**src/rtl/uart_pkg.sv**
```systemverilog
// UART package
// Widths, register map, status bit positions and FSM state encodings
`default_nettype none

package uart_pkg;

  localparam int unsigned DATA_WIDTH = 8;  // Character width
  localparam int unsigned BUS_WIDTH  = 32;  // Register bus width
  localparam int unsigned DIV_WIDTH  = 16;  // Baud divisor width

  localparam logic [DIV_WIDTH-1:0] DEFAULT_BAUD_DIV = 16'd16;  // Cycles per bit after reset

  typedef enum logic [1:0] {
    REG_DATA   = 2'd0,  // Write pushes tx FIFO, read pops rx FIFO
    REG_STATUS = 2'd1,  // Read-only flags, a write clears sticky errors
    REG_CTRL   = 2'd2,  // Bit 0 tx enable, bit 1 rx enable
    REG_BAUD   = 2'd3   // Baud divisor
  } reg_addr_e;

  typedef enum int unsigned {
    ST_TX_FULL   = 0,
    ST_TX_EMPTY  = 1,
    ST_RX_FULL   = 2,
    ST_RX_EMPTY  = 3,
    ST_TX_BUSY   = 4,
    ST_FRAME_ERR = 5,
    ST_OVERRUN   = 6
  } status_bit_e;

  typedef enum logic [1:0] {
    RX_IDLE,
    RX_START,
    RX_DATA,
    RX_STOP
  } rx_state_e;

  typedef enum logic [1:0] {
    TX_IDLE,
    TX_START,
    TX_DATA,
    TX_STOP
  } tx_state_e;

endpackage

`default_nettype wire

```
**src/rtl/uart_fifo_if.sv**
```systemverilog
// FIFO port bundle
// Push and pop sides of one byte FIFO, with the flags visible to both ends
`timescale 1ns/10ps
`default_nettype none

interface uart_fifo_if;
  import uart_pkg::*;

  logic                  push;
  logic [DATA_WIDTH-1:0] wdata;
  logic                  full;
  logic                  pop;
  logic [DATA_WIDTH-1:0] rdata;
  logic                  empty;

  // Both ends see both flags so the register block can report them
  modport writer (output push, output wdata, input full, input empty);
  modport reader (output pop, input rdata, input empty, input full);
  modport fifo (input push, input wdata, output full, input pop, output rdata, output empty);

endinterface

`default_nettype wire

```
**src/rtl/uart_fifo.sv**
```systemverilog
// Byte FIFO
// Synchronous first-in first-out buffer with full and empty flags from a count
`timescale 1ns/10ps
`default_nettype none

module uart_fifo #(
  parameter int unsigned FIFO_DEPTH = 8
) (
  input  wire logic    clk_i,
  input  wire logic    rst_ni,
  uart_fifo_if.fifo    fifo_if
);
  import uart_pkg::*;

  localparam int unsigned AW = $clog2(FIFO_DEPTH);

  logic [DATA_WIDTH-1:0] mem_q [FIFO_DEPTH];
  logic [AW-1:0]         wr_ptr_q;
  logic [AW-1:0]         rd_ptr_q;
  logic [AW:0]           count_q;
  logic                  do_push;
  logic                  do_pop;

  assign fifo_if.full  = (count_q == FIFO_DEPTH[AW:0]);
  assign fifo_if.empty = (count_q == '0);
  assign fifo_if.rdata = mem_q[rd_ptr_q];  // Oldest entry is always visible

  assign do_push = fifo_if.push && !fifo_if.full;
  assign do_pop  = fifo_if.pop && !fifo_if.empty;

  always_ff @(posedge clk_i) begin
    if (!rst_ni) begin
      wr_ptr_q <= '0;
      rd_ptr_q <= '0;
      count_q  <= '0;
    end else begin
      if (do_push) wr_ptr_q <= wr_ptr_q + 1'b1;  // Pointers wrap at the power-of-two depth
      if (do_pop) rd_ptr_q <= rd_ptr_q + 1'b1;
      case ({do_push, do_pop})
        2'b10:   count_q <= count_q + 1'b1;
        2'b01:   count_q <= count_q - 1'b1;
        default: count_q <= count_q;  // Simultaneous push and pop leaves the count alone
      endcase
    end
  end

  always_ff @(posedge clk_i) begin
    if (do_push) begin
      mem_q[wr_ptr_q] <= fifo_if.wdata;
    end
  end

endmodule

`default_nettype wire

```
**src/rtl/uart_rx.sv**
```systemverilog
// UART receiver
// Synchronizes the serial line, samples 8N1 frames at mid-bit and
// pushes good bytes into the receive FIFO
`timescale 1ns/10ps
`default_nettype none

module uart_rx (
  input  wire logic                          clk_i,
  input  wire logic                          rst_ni,
  input  wire logic                          rx_i,
  input  wire logic                          rx_en_i,
  input  wire logic [uart_pkg::DIV_WIDTH-1:0] baud_div_i,
  uart_fifo_if.writer                        fifo_if,
  output logic                               frame_err_o,
  output logic                               overrun_o
);
  import uart_pkg::*;

  localparam int unsigned IDX_W = $clog2(DATA_WIDTH);

  rx_state_e             state_q;
  logic                  rx_meta_q;
  logic                  rx_sync_q;
  logic                  rx_last_q;
  logic [DIV_WIDTH-1:0]  cnt_q;
  logic [DIV_WIDTH-1:0]  half_div;
  logic                  tick;
  logic [IDX_W-1:0]      bit_idx_q;
  logic [DATA_WIDTH-1:0] shift_q;
  logic                  push_q;
  logic                  frame_err_q;
  logic                  overrun_q;

  assign half_div = (baud_div_i >> 1) - 1'b1;  // Start edge to middle of start bit
  assign tick     = (cnt_q == '0);

  assign fifo_if.push  = push_q;
  assign fifo_if.wdata = shift_q;  // Shift register is stable while the push is pending
  assign frame_err_o   = frame_err_q;
  assign overrun_o     = overrun_q;

  always_ff @(posedge clk_i) begin
    if (!rst_ni) begin
      state_q     <= RX_IDLE;
      rx_meta_q   <= 1'b1;  // Line idles high
      rx_sync_q   <= 1'b1;
      rx_last_q   <= 1'b1;
      cnt_q       <= '0;
      bit_idx_q   <= '0;
      push_q      <= 1'b0;
      frame_err_q <= 1'b0;
      overrun_q   <= 1'b0;
    end else begin
      rx_meta_q   <= rx_i;
      rx_sync_q   <= rx_meta_q;
      rx_last_q   <= rx_sync_q;
      push_q      <= 1'b0;
      frame_err_q <= 1'b0;
      overrun_q   <= 1'b0;
      if (!rx_en_i) begin
        state_q <= RX_IDLE;
      end else begin
        case (state_q)
          RX_IDLE: begin
            if (rx_last_q && !rx_sync_q) begin  // Falling edge marks a start bit
              cnt_q   <= half_div;
              state_q <= RX_START;
            end
          end
          RX_START: begin
            if (!tick) begin
              cnt_q <= cnt_q - 1'b1;
            end else if (!rx_sync_q) begin  // Still low at mid-bit, so a real start
              cnt_q     <= baud_div_i - 1'b1;
              bit_idx_q <= '0;
              state_q   <= RX_DATA;
            end else begin
              state_q <= RX_IDLE;  // Glitch on the line
            end
          end
          RX_DATA: begin
            if (!tick) begin
              cnt_q <= cnt_q - 1'b1;
            end else begin
              cnt_q     <= baud_div_i - 1'b1;
              bit_idx_q <= bit_idx_q + 1'b1;
              if (bit_idx_q == IDX_W'(DATA_WIDTH - 1)) state_q <= RX_STOP;
            end
          end
          RX_STOP: begin
            if (!tick) begin
              cnt_q <= cnt_q - 1'b1;
            end else begin
              // A good stop bit delivers the byte unless the FIFO has no room
              if (!rx_sync_q) frame_err_q <= 1'b1;
              else if (fifo_if.full) overrun_q <= 1'b1;
              else push_q <= 1'b1;
              state_q <= RX_IDLE;
            end
          end
          default: state_q <= RX_IDLE;
        endcase
      end
    end
  end

  always_ff @(posedge clk_i) begin
    if (state_q == RX_DATA && tick) begin
      shift_q <= {rx_sync_q, shift_q[DATA_WIDTH-1:1]};  // LSB arrives first
    end
  end

endmodule

`default_nettype wire

```
**src/rtl/uart_tx.sv**
```systemverilog
// UART transmitter
// Pops bytes from the transmit FIFO and shifts them out as 8N1 frames
`timescale 1ns/10ps
`default_nettype none

module uart_tx (
  input  wire logic                          clk_i,
  input  wire logic                          rst_ni,
  input  wire logic                          tx_en_i,
  input  wire logic [uart_pkg::DIV_WIDTH-1:0] baud_div_i,
  uart_fifo_if.reader                        fifo_if,
  output logic                               tx_o,
  output logic                               busy_o
);
  import uart_pkg::*;

  localparam int unsigned IDX_W = $clog2(DATA_WIDTH);

  tx_state_e             state_q;
  logic [DIV_WIDTH-1:0]  cnt_q;
  logic                  tick;
  logic [IDX_W-1:0]      bit_idx_q;
  logic [DATA_WIDTH-1:0] shift_q;
  logic                  tx_q;
  logic                  load;
  logic                  shift_en;

  assign tick = (cnt_q == '0);

  // A new byte is taken when idle or right at the end of a stop bit
  assign load = tx_en_i && !fifo_if.empty &&
                (state_q == TX_IDLE || (state_q == TX_STOP && tick));

  assign shift_en = tick && (state_q == TX_START ||
                             (state_q == TX_DATA && bit_idx_q != IDX_W'(DATA_WIDTH - 1)));

  assign fifo_if.pop = load;
  assign tx_o        = tx_q;
  assign busy_o      = (state_q != TX_IDLE);

  always_ff @(posedge clk_i) begin
    if (!rst_ni) begin
      state_q   <= TX_IDLE;
      cnt_q     <= '0;
      bit_idx_q <= '0;
      tx_q      <= 1'b1;  // Idle line is high
    end else begin
      if (load) begin
        tx_q    <= 1'b0;  // Start bit
        cnt_q   <= baud_div_i - 1'b1;
        state_q <= TX_START;
      end else if (!tick) begin
        cnt_q <= cnt_q - 1'b1;
      end else begin
        case (state_q)
          TX_START: begin
            tx_q      <= shift_q[0];
            bit_idx_q <= '0;
            cnt_q     <= baud_div_i - 1'b1;
            state_q   <= TX_DATA;
          end
          TX_DATA: begin
            cnt_q <= baud_div_i - 1'b1;
            if (bit_idx_q == IDX_W'(DATA_WIDTH - 1)) begin
              tx_q    <= 1'b1;  // Stop bit
              state_q <= TX_STOP;
            end else begin
              tx_q      <= shift_q[0];
              bit_idx_q <= bit_idx_q + 1'b1;
            end
          end
          TX_STOP: state_q <= TX_IDLE;  // Nothing waiting, so the line rests
          default: state_q <= TX_IDLE;
        endcase
      end
    end
  end

  always_ff @(posedge clk_i) begin
    if (load) begin
      shift_q <= fifo_if.rdata;
    end else if (shift_en) begin
      shift_q <= shift_q >> 1;  // Next data bit moves into bit 0
    end
  end

endmodule

`default_nettype wire

```
**src/rtl/uart_ctrl.sv**
```systemverilog
// UART register block
// Decodes the four-register map, holds enables, divisor and sticky errors,
// and turns data-register accesses into FIFO pushes and pops
`timescale 1ns/10ps
`default_nettype none

module uart_ctrl (
  input  wire logic                           clk_i,
  input  wire logic                           rst_ni,
  input  wire logic                           we_i,
  input  wire logic                           re_i,
  input  wire uart_pkg::reg_addr_e            addr_i,
  input  wire logic [uart_pkg::BUS_WIDTH-1:0] wdata_i,
  output logic      [uart_pkg::BUS_WIDTH-1:0] rdata_o,
  uart_fifo_if.writer                         tx_fifo,
  uart_fifo_if.reader                         rx_fifo,
  input  wire logic                           tx_busy_i,
  input  wire logic                           frame_err_i,
  input  wire logic                           overrun_i,
  output logic                                tx_en_o,
  output logic                                rx_en_o,
  output logic      [uart_pkg::DIV_WIDTH-1:0] baud_div_o
);
  import uart_pkg::*;

  logic                 tx_en_q;
  logic                 rx_en_q;
  logic [DIV_WIDTH-1:0] baud_div_q;
  logic                 frame_err_q;
  logic                 overrun_q;
  logic [BUS_WIDTH-1:0] rdata_q;
  logic [BUS_WIDTH-1:0] status;
  logic [BUS_WIDTH-1:0] read_val;
  logic                 status_wr;

  assign status_wr = we_i && (addr_i == REG_STATUS);

  // Full and empty FIFOs turn accesses into no-ops here, never in the FIFO
  assign tx_fifo.push  = we_i && (addr_i == REG_DATA) && !tx_fifo.full;
  assign tx_fifo.wdata = wdata_i[DATA_WIDTH-1:0];
  assign rx_fifo.pop   = re_i && (addr_i == REG_DATA) && !rx_fifo.empty;

  always_comb begin
    status               = '0;
    status[ST_TX_FULL]   = tx_fifo.full;
    status[ST_TX_EMPTY]  = tx_fifo.empty;
    status[ST_RX_FULL]   = rx_fifo.full;
    status[ST_RX_EMPTY]  = rx_fifo.empty;
    status[ST_TX_BUSY]   = tx_busy_i;
    status[ST_FRAME_ERR] = frame_err_q;
    status[ST_OVERRUN]   = overrun_q;
  end

  always_comb begin
    read_val = '0;
    case (addr_i)
      REG_DATA:   if (!rx_fifo.empty) read_val = BUS_WIDTH'(rx_fifo.rdata);
      REG_STATUS: read_val = status;
      REG_CTRL:   read_val = BUS_WIDTH'({rx_en_q, tx_en_q});
      REG_BAUD:   read_val = BUS_WIDTH'(baud_div_q);
      default:    read_val = '0;
    endcase
  end

  always_ff @(posedge clk_i) begin
    if (!rst_ni) begin
      tx_en_q     <= 1'b0;
      rx_en_q     <= 1'b0;
      baud_div_q  <= DEFAULT_BAUD_DIV;
      frame_err_q <= 1'b0;
      overrun_q   <= 1'b0;
      rdata_q     <= '0;
    end else begin
      if (we_i && addr_i == REG_CTRL) begin
        tx_en_q <= wdata_i[0];
        rx_en_q <= wdata_i[1];
      end
      if (we_i && addr_i == REG_BAUD) baud_div_q <= wdata_i[DIV_WIDTH-1:0];

      // A new error pulse wins over a clear in the same cycle
      if (frame_err_i) frame_err_q <= 1'b1;
      else if (status_wr) frame_err_q <= 1'b0;
      if (overrun_i) overrun_q <= 1'b1;
      else if (status_wr) overrun_q <= 1'b0;

      if (re_i) rdata_q <= read_val;  // Held until the next read
    end
  end

  assign rdata_o    = rdata_q;
  assign tx_en_o    = tx_en_q;
  assign rx_en_o    = rx_en_q;
  assign baud_div_o = baud_div_q;

endmodule

`default_nettype wire

```
**src/rtl/uart_top.sv**
```systemverilog
// UART peripheral top level
// Register block, transmit and receive FIFOs and the two serial engines
`timescale 1ns/10ps
`default_nettype none

module uart_top #(
  parameter int unsigned FIFO_DEPTH = 8
) (
  input  wire logic                           clk_i,
  input  wire logic                           rst_ni,
  input  wire logic [1:0]                     addr_i,
  input  wire logic [uart_pkg::BUS_WIDTH-1:0] wdata_i,
  input  wire logic                           we_i,
  input  wire logic                           re_i,
  output logic      [uart_pkg::BUS_WIDTH-1:0] rdata_o,
  input  wire logic                           rx_i,
  output logic                                tx_o
);
  import uart_pkg::*;

  logic                 tx_en;
  logic                 rx_en;
  logic [DIV_WIDTH-1:0] baud_div;
  logic                 tx_busy;
  logic                 frame_err;
  logic                 overrun;

  uart_fifo_if tx_fifo ();
  uart_fifo_if rx_fifo ();

  uart_ctrl ctrl_i (
    .clk_i       (clk_i),
    .rst_ni      (rst_ni),
    .we_i        (we_i),
    .re_i        (re_i),
    .addr_i      (reg_addr_e'(addr_i)),
    .wdata_i     (wdata_i),
    .rdata_o     (rdata_o),
    .tx_fifo     (tx_fifo.writer),
    .rx_fifo     (rx_fifo.reader),
    .tx_busy_i   (tx_busy),
    .frame_err_i (frame_err),
    .overrun_i   (overrun),
    .tx_en_o     (tx_en),
    .rx_en_o     (rx_en),
    .baud_div_o  (baud_div)
  );

  uart_fifo #(.FIFO_DEPTH(FIFO_DEPTH)) tx_fifo_i (
    .clk_i   (clk_i),
    .rst_ni  (rst_ni),
    .fifo_if (tx_fifo.fifo)
  );

  uart_fifo #(.FIFO_DEPTH(FIFO_DEPTH)) rx_fifo_i (
    .clk_i   (clk_i),
    .rst_ni  (rst_ni),
    .fifo_if (rx_fifo.fifo)
  );

  uart_tx tx_i (
    .clk_i      (clk_i),
    .rst_ni     (rst_ni),
    .tx_en_i    (tx_en),
    .baud_div_i (baud_div),
    .fifo_if    (tx_fifo.reader),
    .tx_o       (tx_o),
    .busy_o     (tx_busy)
  );

  uart_rx rx_i_inst (
    .clk_i       (clk_i),
    .rst_ni      (rst_ni),
    .rx_i        (rx_i),
    .rx_en_i     (rx_en),
    .baud_div_i  (baud_div),
    .fifo_if     (rx_fifo.writer),
    .frame_err_o (frame_err),
    .overrun_o   (overrun)
  );

endmodule

`default_nettype wire

```
**config.mk**
```make
export PLATFORM = sky130hd
export DESIGN_NAME = uart_top
export DESIGN_NICKNAME = d
export VERILOG_FILES = /design/src/rtl/uart_pkg.sv /design/src/rtl/uart_fifo_if.sv /design/src/rtl/uart_fifo.sv /design/src/rtl/uart_rx.sv /design/src/rtl/uart_tx.sv /design/src/rtl/uart_ctrl.sv /design/src/rtl/uart_top.sv
export SDC_FILE = /design/constraint.sdc
export NUM_CORES = 1
export LEC_CHECK = 0
export BUFFER_PORTS_ARGS = -buffer_cell sky130_fd_sc_hd__clkbuf_2
export CAP_MARGIN = 20
export CORE_MARGIN = 5
export CORE_UTILIZATION = 50
export DETAILED_ROUTE_END_ITERATION = 7
export MAX_ROUTING_LAYER = met4
export PLACE_DENSITY = 0.69
export SETUP_SLACK_MARGIN = 0.1
export SLEW_MARGIN = 20
export SYNTH_ARGS = -nofsm -noshare
export SYNTH_HDL_FRONTEND = slang
export SYNTH_HIERARCHICAL = 1
export SYNTH_SLANG_ARGS = --single-unit
```
**constraint.sdc**
```tcl
create_clock -name clk_i -period 4 [get_ports clk_i]
set_clock_uncertainty 0.05 [all_clocks]
set_input_delay 0.2 -clock clk_i [delete_from_list [all_inputs] [get_ports clk_i]]
set_output_delay 0.2 -clock clk_i [all_outputs]
set_load 0.01 [all_outputs]
```
# Word level (Yosys, flattened, before mapping)
# Memory sizes are Yosys's and may differ from the RTL's. A register that Yosys moved wholly into a read port is not among the register bits.
# Index checks and enable logic that the tools add are counted.
[op_classes]
n_addsub = 14
n_eq_ne = 30
mux = 50
n_bitwise = 2
n_reduce_logical = 54
[op_table]
columns = ["cell", "count"]
rows = [
  ["16-bit two-way mux", 8],
  ["32-bit one-hot mux with 4 select lines", 1],
  ["16-bit one-hot mux with 4 select lines", 1],
  ["16-bit by 1-bit subtractor with 16-bit output (second input constant)", 3],
  ["16-bit logical NOT", 2],
  ["3-bit two-way mux", 8],
  ["8-bit two-way mux", 3],
  ["3-bit by 1-bit adder with 3-bit output (second input constant)", 6],
  ["1-bit logical AND", 18],
  ["2-bit nonzero test", 9],
  ["2-bit == test (second input constant)", 8],
  ["4-bit one-hot mux with 2 select lines", 2],
  ["15-bit by 1-bit subtractor with 16-bit output (second input constant)", 1],
  ["1-bit two-way mux", 15],
  ["5-bit AND reduction", 3],
  ["2-bit two-way mux", 7],
  ["3-bit != test (second input constant)", 4],
  ["3-bit one-hot mux with 2 select lines", 2],
  ["4-bit AND reduction", 3],
  ["2-bit by 1-bit == test with 1-bit output (second input constant)", 5],
  ["2-bit by 1-bit != test with 1-bit output (second input constant)", 5],
  ["4-bit by 1-bit adder with 4-bit output (second input constant)", 2],
  ["4-bit == test (second input constant)", 2],
  ["4-bit logical NOT", 2],
  ["13 further kinds", 30],
]
[word_totals]
reg_bits = 137
ramBits = 128
input_bits = 39
output_inout_bits = 33
elab_cells = 180
n_memories = 2
[memory_table]
columns = ["name", "depth", "width", "rd", "rd_ports_with_merged_regs", "write_ports", "line", "rtl"]
rows = [
  ["rx_fifo_i.mem_q", 8, 8, 1, 1, 1, "uart_fifo.sv:17", "logic [DATA_WIDTH-1:0] mem_q [FIFO_DEPTH];"],
  ["tx_fifo_i.mem_q", 8, 8, 1, 1, 1, "uart_fifo.sv:17", ""],
]

# Longest topological paths before layout
[logic_depth]
depth_word = 7
mapped_depth = 15
ltp_nobuf = 14

# By module
# Netlist, hierarchy kept.
[by_module_without_submodules]
columns = ["mod", "instances", "cells_each", "area_each_um2", "seq_area_each_um2"]
rows = [
  ["uart_fifo", 2, 167, 3101.7, 2182.1],
  ["uart_rx", 1, 308, 2598.7, 780.7],
  ["uart_tx", 1, 206, 1905.6, 680.7],
  ["uart_ctrl", 1, 206, 1730.4, 720.7],
]

# Worst setup path after synthesis
# Ideal clock, no wire load.
[synth_path]
kind = "register to register"
startpoint = "register tx_i.cnt_q[0]"
endpoint = "register tx_fifo_i.count_q[2]"
setup_ns = 0.076
arrival_ns = 2.920
required_time_ns = 3.874
slack_ns = 0.955
path_stages_with_launch = 16
path_buffers = 1
synth_period_minus_slack_ns = 3.045
path_cell_list = "dfxtp_1 inv_1 ha_1 nor3b_1 and4_1 a21oi_1 nor2b_1 buf_4 o41a_1 ha_1 xor2_1 ha_1 a21oi_1 xor2_1 or3_1 a21boi_0"
[synth_between]
elab_chain_len = 7
elab_cells_between_ends = 9
cone_classes = "eq/ne (2); mux (1); reduce/logical (6)"
[synth_rtl]
columns = ["item", "line", "rtl"]
rows = [
  ["start: declaration", "uart_tx.sv:20", "logic [DIV_WIDTH-1:0] cnt_q;"],
  ["start signal: assignment", "uart_tx.sv:50", "cnt_q <= baud_div_i - 1'b1;"],
  ["start signal: assignment", "uart_tx.sv:53", "cnt_q <= cnt_q - 1'b1;"],
  ["start signal: assignment", "uart_tx.sv:59", "cnt_q <= baud_div_i - 1'b1;"],
  ["16-bit logical NOT (*)", "uart_tx.sv:28", "assign tick = (cnt_q == '0);"],
  ["1-bit logical AND (*)", "uart_tx.sv:32", "(state_q == TX_IDLE || (state_q == TX_STOP && tick));"],
  ["1-bit logical OR (*)", "uart_tx.sv:32", ""],
  ["1-bit logical AND (*)", "uart_tx.sv:31", "assign load = tx_en_i && !fifo_if.empty &&"],
  ["named net tx_fifo.pop", "uart_fifo_if.sv:12", "logic pop;"],
  ["1-bit logical AND (*)", "uart_fifo.sv:29", "assign do_pop = fifo_if.pop && !fifo_if.empty;"],
  ["named net tx_fifo_i.do_pop", "uart_fifo.sv:22", "logic do_pop;"],
  ["2-bit by 1-bit == test with 1-bit output or 2-bit == test (tied branches)", "uart_fifo.sv:39", "case ({do_push, do_pop})"],
  ["4-bit one-hot mux with 2 select lines or 2-bit nonzero test (tied branches)", "n/a", ""],
  ["end signal: assignment", "uart_fifo.sv:40", "2'b10: count_q <= count_q + 1'b1;"],
  ["end signal: assignment", "uart_fifo.sv:41", "2'b01: count_q <= count_q - 1'b1;"],
  ["end signal: assignment", "uart_fifo.sv:42", "default: count_q <= count_q;"],
  ["end: declaration", "uart_fifo.sv:20", "logic [AW:0] count_q;"],
]
# The timed path passes the listed nets; every way through them passes the cells marked *.
# A chain may end at the register's enable or synchronous reset.

# Final worst setup path
# Same ends and word-level chain as after synthesis.

==> flow_metrics.py <==
metrics = {
    "run_status": {
        "status": "complete, no violations",
    },
    "power": {
        "swShare_pct": 25.3,
        "p_per_area_nw_per_um2": 452,
        "vdd_ir_drop_max_mv": 0.311,
        "p_seq_share_pct": 47.4,
        "power.leakage_nw": 4.84,
        "power.internal_mw": 4.67,
        "p_sw_mw": 1.58,
        "pwr-share-clk_pct": 39.4,
        "share_comb_of_total_power_pct": 13.1,
        "p_total_mw": 6.25,
    },
    "sta": {
        "max_freq_ghz": 0.302,
        "min_period_ps": 3310,
        "rsz0062_at_grt": "no",
        "finalCritPeriodShare_pct": 82.7,
        "slew_headroom_pct": 35.5,
        "drv_slew": 0,
        "finalHoldViolations": 0,
        "setup_tns_ps": 0,
        "hold_ws_ps": 75.3,
        "setup_viol": 0,
        "worstMarginPinSlew_ps": 967,
        "worst_slack_ps": 693,
    },
    "setup_path": {
        "r2r-start": "tx_i/cnt_q[0]",
        "critPathSlowestCell": "o41a_1",
        "start_kind": "register",
        "arrival_ps": 3700,
        "critPathCapture": "tx_fifo_i/count_q[2]",
        "cp_max_fo": 5,
        "reg2regPathDepth": 14,
        "worst-path-stages": 14,
        "crit_buf_inv": 1,
        "cp_top_family": "simple AND/OR/NAND/NOR gates",
        "r2r-end": "tx_fifo_i/count_q[2]",
        "worst_ep_required_time_ps": 4400,
        "end_kind": "register",
        "crit_top_cell": "ha_1",
        "cp-startpoint": "tx_i/cnt_q[0]",
        "r2r_setup_slack_ps": 690,
        "critical_path.max_stage_delay_ps": 360,
        "crit_chain": "inv_1 -> ha_1 -> nor3b_1 -> and4_1 -> a21oi_1 -> nor2b_1 -> o41a_1 -> ha_1 -> xor2_1 -> ha_1 -> a21oi_1 -> xor2_1 -> or3_1 -> a21boi_0",
        "critPathKind": "register to register",
    },
    "final_layout": {
        "areaGrowthSynthToFinish_pct": 11.2,
        "final_common_cell": "edfxtp_1",
        "final_cell_mix": "edfxtp_1, dfxtp_1, nand2_1",
        "diodes": 0,
        "nets": 1169,
        "fin_area_um2": 13800,
        "final_core_util_pct": 56.7,
        "layout.cells.non_filler": 1443,
        "drive_gt1_share_pct": 15.8,
    },
    "synth": {
        "synthCells": 1054,
        "synth_compound_area_share_pct": 9.53,
        "synthAdderAreaFrac_pct": 3.12,
        "synth-edff-count": 144,
        "synth_flop_cell": "edfxtp_1",
        "synth-simple-area-share_pct": 15.5,
        "synthArstFlopShare_pct": 0,
        "yosysSeqAreaShare_pct": 52.6,
        "synth_xor_area_share_pct": 5.42,
        "syn_area_per_cell_um2": 11.8,
        "synth_top_family_by_area": "simple AND/OR/NAND/NOR gates",
        "yosysWarnings": 6,
        "ys_ff_latch": 255,
        "muxShareOfSynthArea_pct": 9.20,
        "synth_area_um2": 12400,
        "synth_cell_types": 79,
    },
    "run": {
        "cap_violations": 0,
    },
    "clocking": {
        "path_clk_slew_ps": 60,
        "cts_tree": "done",
        "cts_setup_buffers": 0,
        "cts_buffer_depth": 3,
        "root_buffer": "clkbuf_16",
        "clock_sinks": 255,
        "ctsResizeCount": 0,
        "cts_buffers": 27,
        "clk_latency_ps": 520,
        "htreeDepth": 1,
    },
    "placement": {
        "dp_hpwl_um": 17800,
        "post-place-ws_ps": 741,
        "place_inst": 1377,
        "port-buffer-count": 39,
        "gp_congestion": 0.859,
        "postPlaceCellArea_um2": 12800,
    },
    "drt": {
        "final_antenna_net_count": 0,
        "drc": 0,
        "drt-pass1-iter-count": 6,
        "drtIter0Drc": 768,
        "via_count": 8222,
        "drt-total-wl_um": 26600,
        "vias_per_cell": 5.70,
        "wl_per_cell_um": 18.4,
    },
    "grt": {
        "antenna_found_initial": 0,
        "track_usage_pct": 19.1,
        "grt_max_degree": 39,
        "gr-total-overflow": 0,
        "grt_pass1_vias": 7855,
        "grt_first_pass_wirelength_um": 42700,
    },
    "die": {
        "die_w_um": 168,
        "start_util_pct": 51.0,
        "die_h_um": 168,
        "rows": 57,
        "coreArea_um2": 24400,
        "die_area_um2": 28100,
        "ios": 72,
    },
    "min_path": {
        "min_path_type": "input port to register",
    },
}
[cell families (layout without fill, tap and decap cells)]
logic type,count (synthesis),count (layout)
adder cells (fa/ha/maj),31,31
buffers and inverters,100,150
AO/OA/AOI/OAI,170,170
XOR/XNOR,77,77
flip-flops,255,255
other,1,16
AND/OR/NAND/NOR,349,349
multiplexers,71,71
[worst register-to-register path: cells and delay by family (launching register included)]
kind / cells / cell delay, ps
simple gates: 4 / 1050
compound gates: 4 / 660
fa+ha+maj: 3 / 650
flops: 1 / 340
xor+xnor: 2 / 340
buf+inv: 1 / 140
[metal layers]
| metal | up-vias | wire [um] | track usage, % |
|---|---|---|---|
| li1 | 3968 | - | - |
| met1 | 4044 | 12400 | 26.3 |
| met2 | 188 | 12600 | 30.6 |
| met3 | 22 | 1280 | 2.92 |
| met4 | 0 | 344 | 3.71 |
| met5 | - | 0 | - |
[synthesized netlist by cell type (all sizes together) (24+ instances only)]
| cell type | n | share of area [%] |
|---|---|---|
| edfxtp | 144 | 35 |
| dfxtp | 111 | 18 |
| nand2 | 100 | 3.2 |
| buf | 60 | 3.3 |
| nor2 | 47 | 1.4 |
| xor2 | 41 | 2.9 |
| a21boi | 38 | 2.3 |
| xnor2 | 36 | 2.5 |
| nand3 | 35 | 1.4 |
| mux4 | 32 | 5.8 |
| ha | 31 | 3.1 |
| a21oi | 29 | 1.2 |
| nor3 | 28 | 1.2 |
| mux2 | 27 | 2.4 |
| o21ai | 24 | 0.97 |
[layout make-up]
type                            instances  area [um2]
Inverter                               23        86.3
Tap cell                              324         405
Multi-Input combinational cell        714        5380
Clock buffer                           36         751
Sequential cell                       255        6550
Fill cell                            2033       10600
Timing Repair Buffer                   78         531
Clock inverter                         13         131
[worst min-delay path by stage]
stage | start | end | slack, ps | cells past startpoint
after floorplan | rx_i | rx_i_inst/rx_meta_q | 250 | 1
after CTS | we_i | ctrl_i/frame_err_q | 40 | 4
after detailed placement | rx_i | rx_i_inst/rx_meta_q | 340 | 2
after global placement | rx_i | rx_i_inst/rx_meta_q | 330 | 2
after global routing | we_i | ctrl_i/overrun_q | 100 | 4
final | we_i | ctrl_i/frame_err_q | 80 | 4
[timing repair]
item / in CTS / in global routing
endpoints found under the setup margin: 0 / 0
hold buffers: 17 / 0
endpoints found under the hold margin: 81 / 0
[power groups by stage]
stage                     combinational, mW  sequential (mW)  clock, mW
after global routing                  0.906             2.97       2.66
final                                 0.820             2.96       2.46
after CTS                             0.817             2.96       2.52
after detailed placement              0.797             3.02          0
after floorplan                       0.674             2.99          0
after global placement                0.791             3.01          0
[sequential cells by signal, indices dropped and copies added, names as in the netlist, 4 cells and up, named ones only]
register and count:
tx_i/shift_q 8, rx_fifo_i/mem_q 64, tx_fifo_i/count_q 4, tx_i/cnt_q 16
rx_i_inst/fifo_if.wdata 8, ctrl_i/rdata_o 16, rx_fifo_i/count_q 4, rx_i_inst/cnt_q 16
tx_fifo_i/mem_q 64, ctrl_i/baud_div_o 16
No activity file was read; power rests on OpenSTA's default activity.
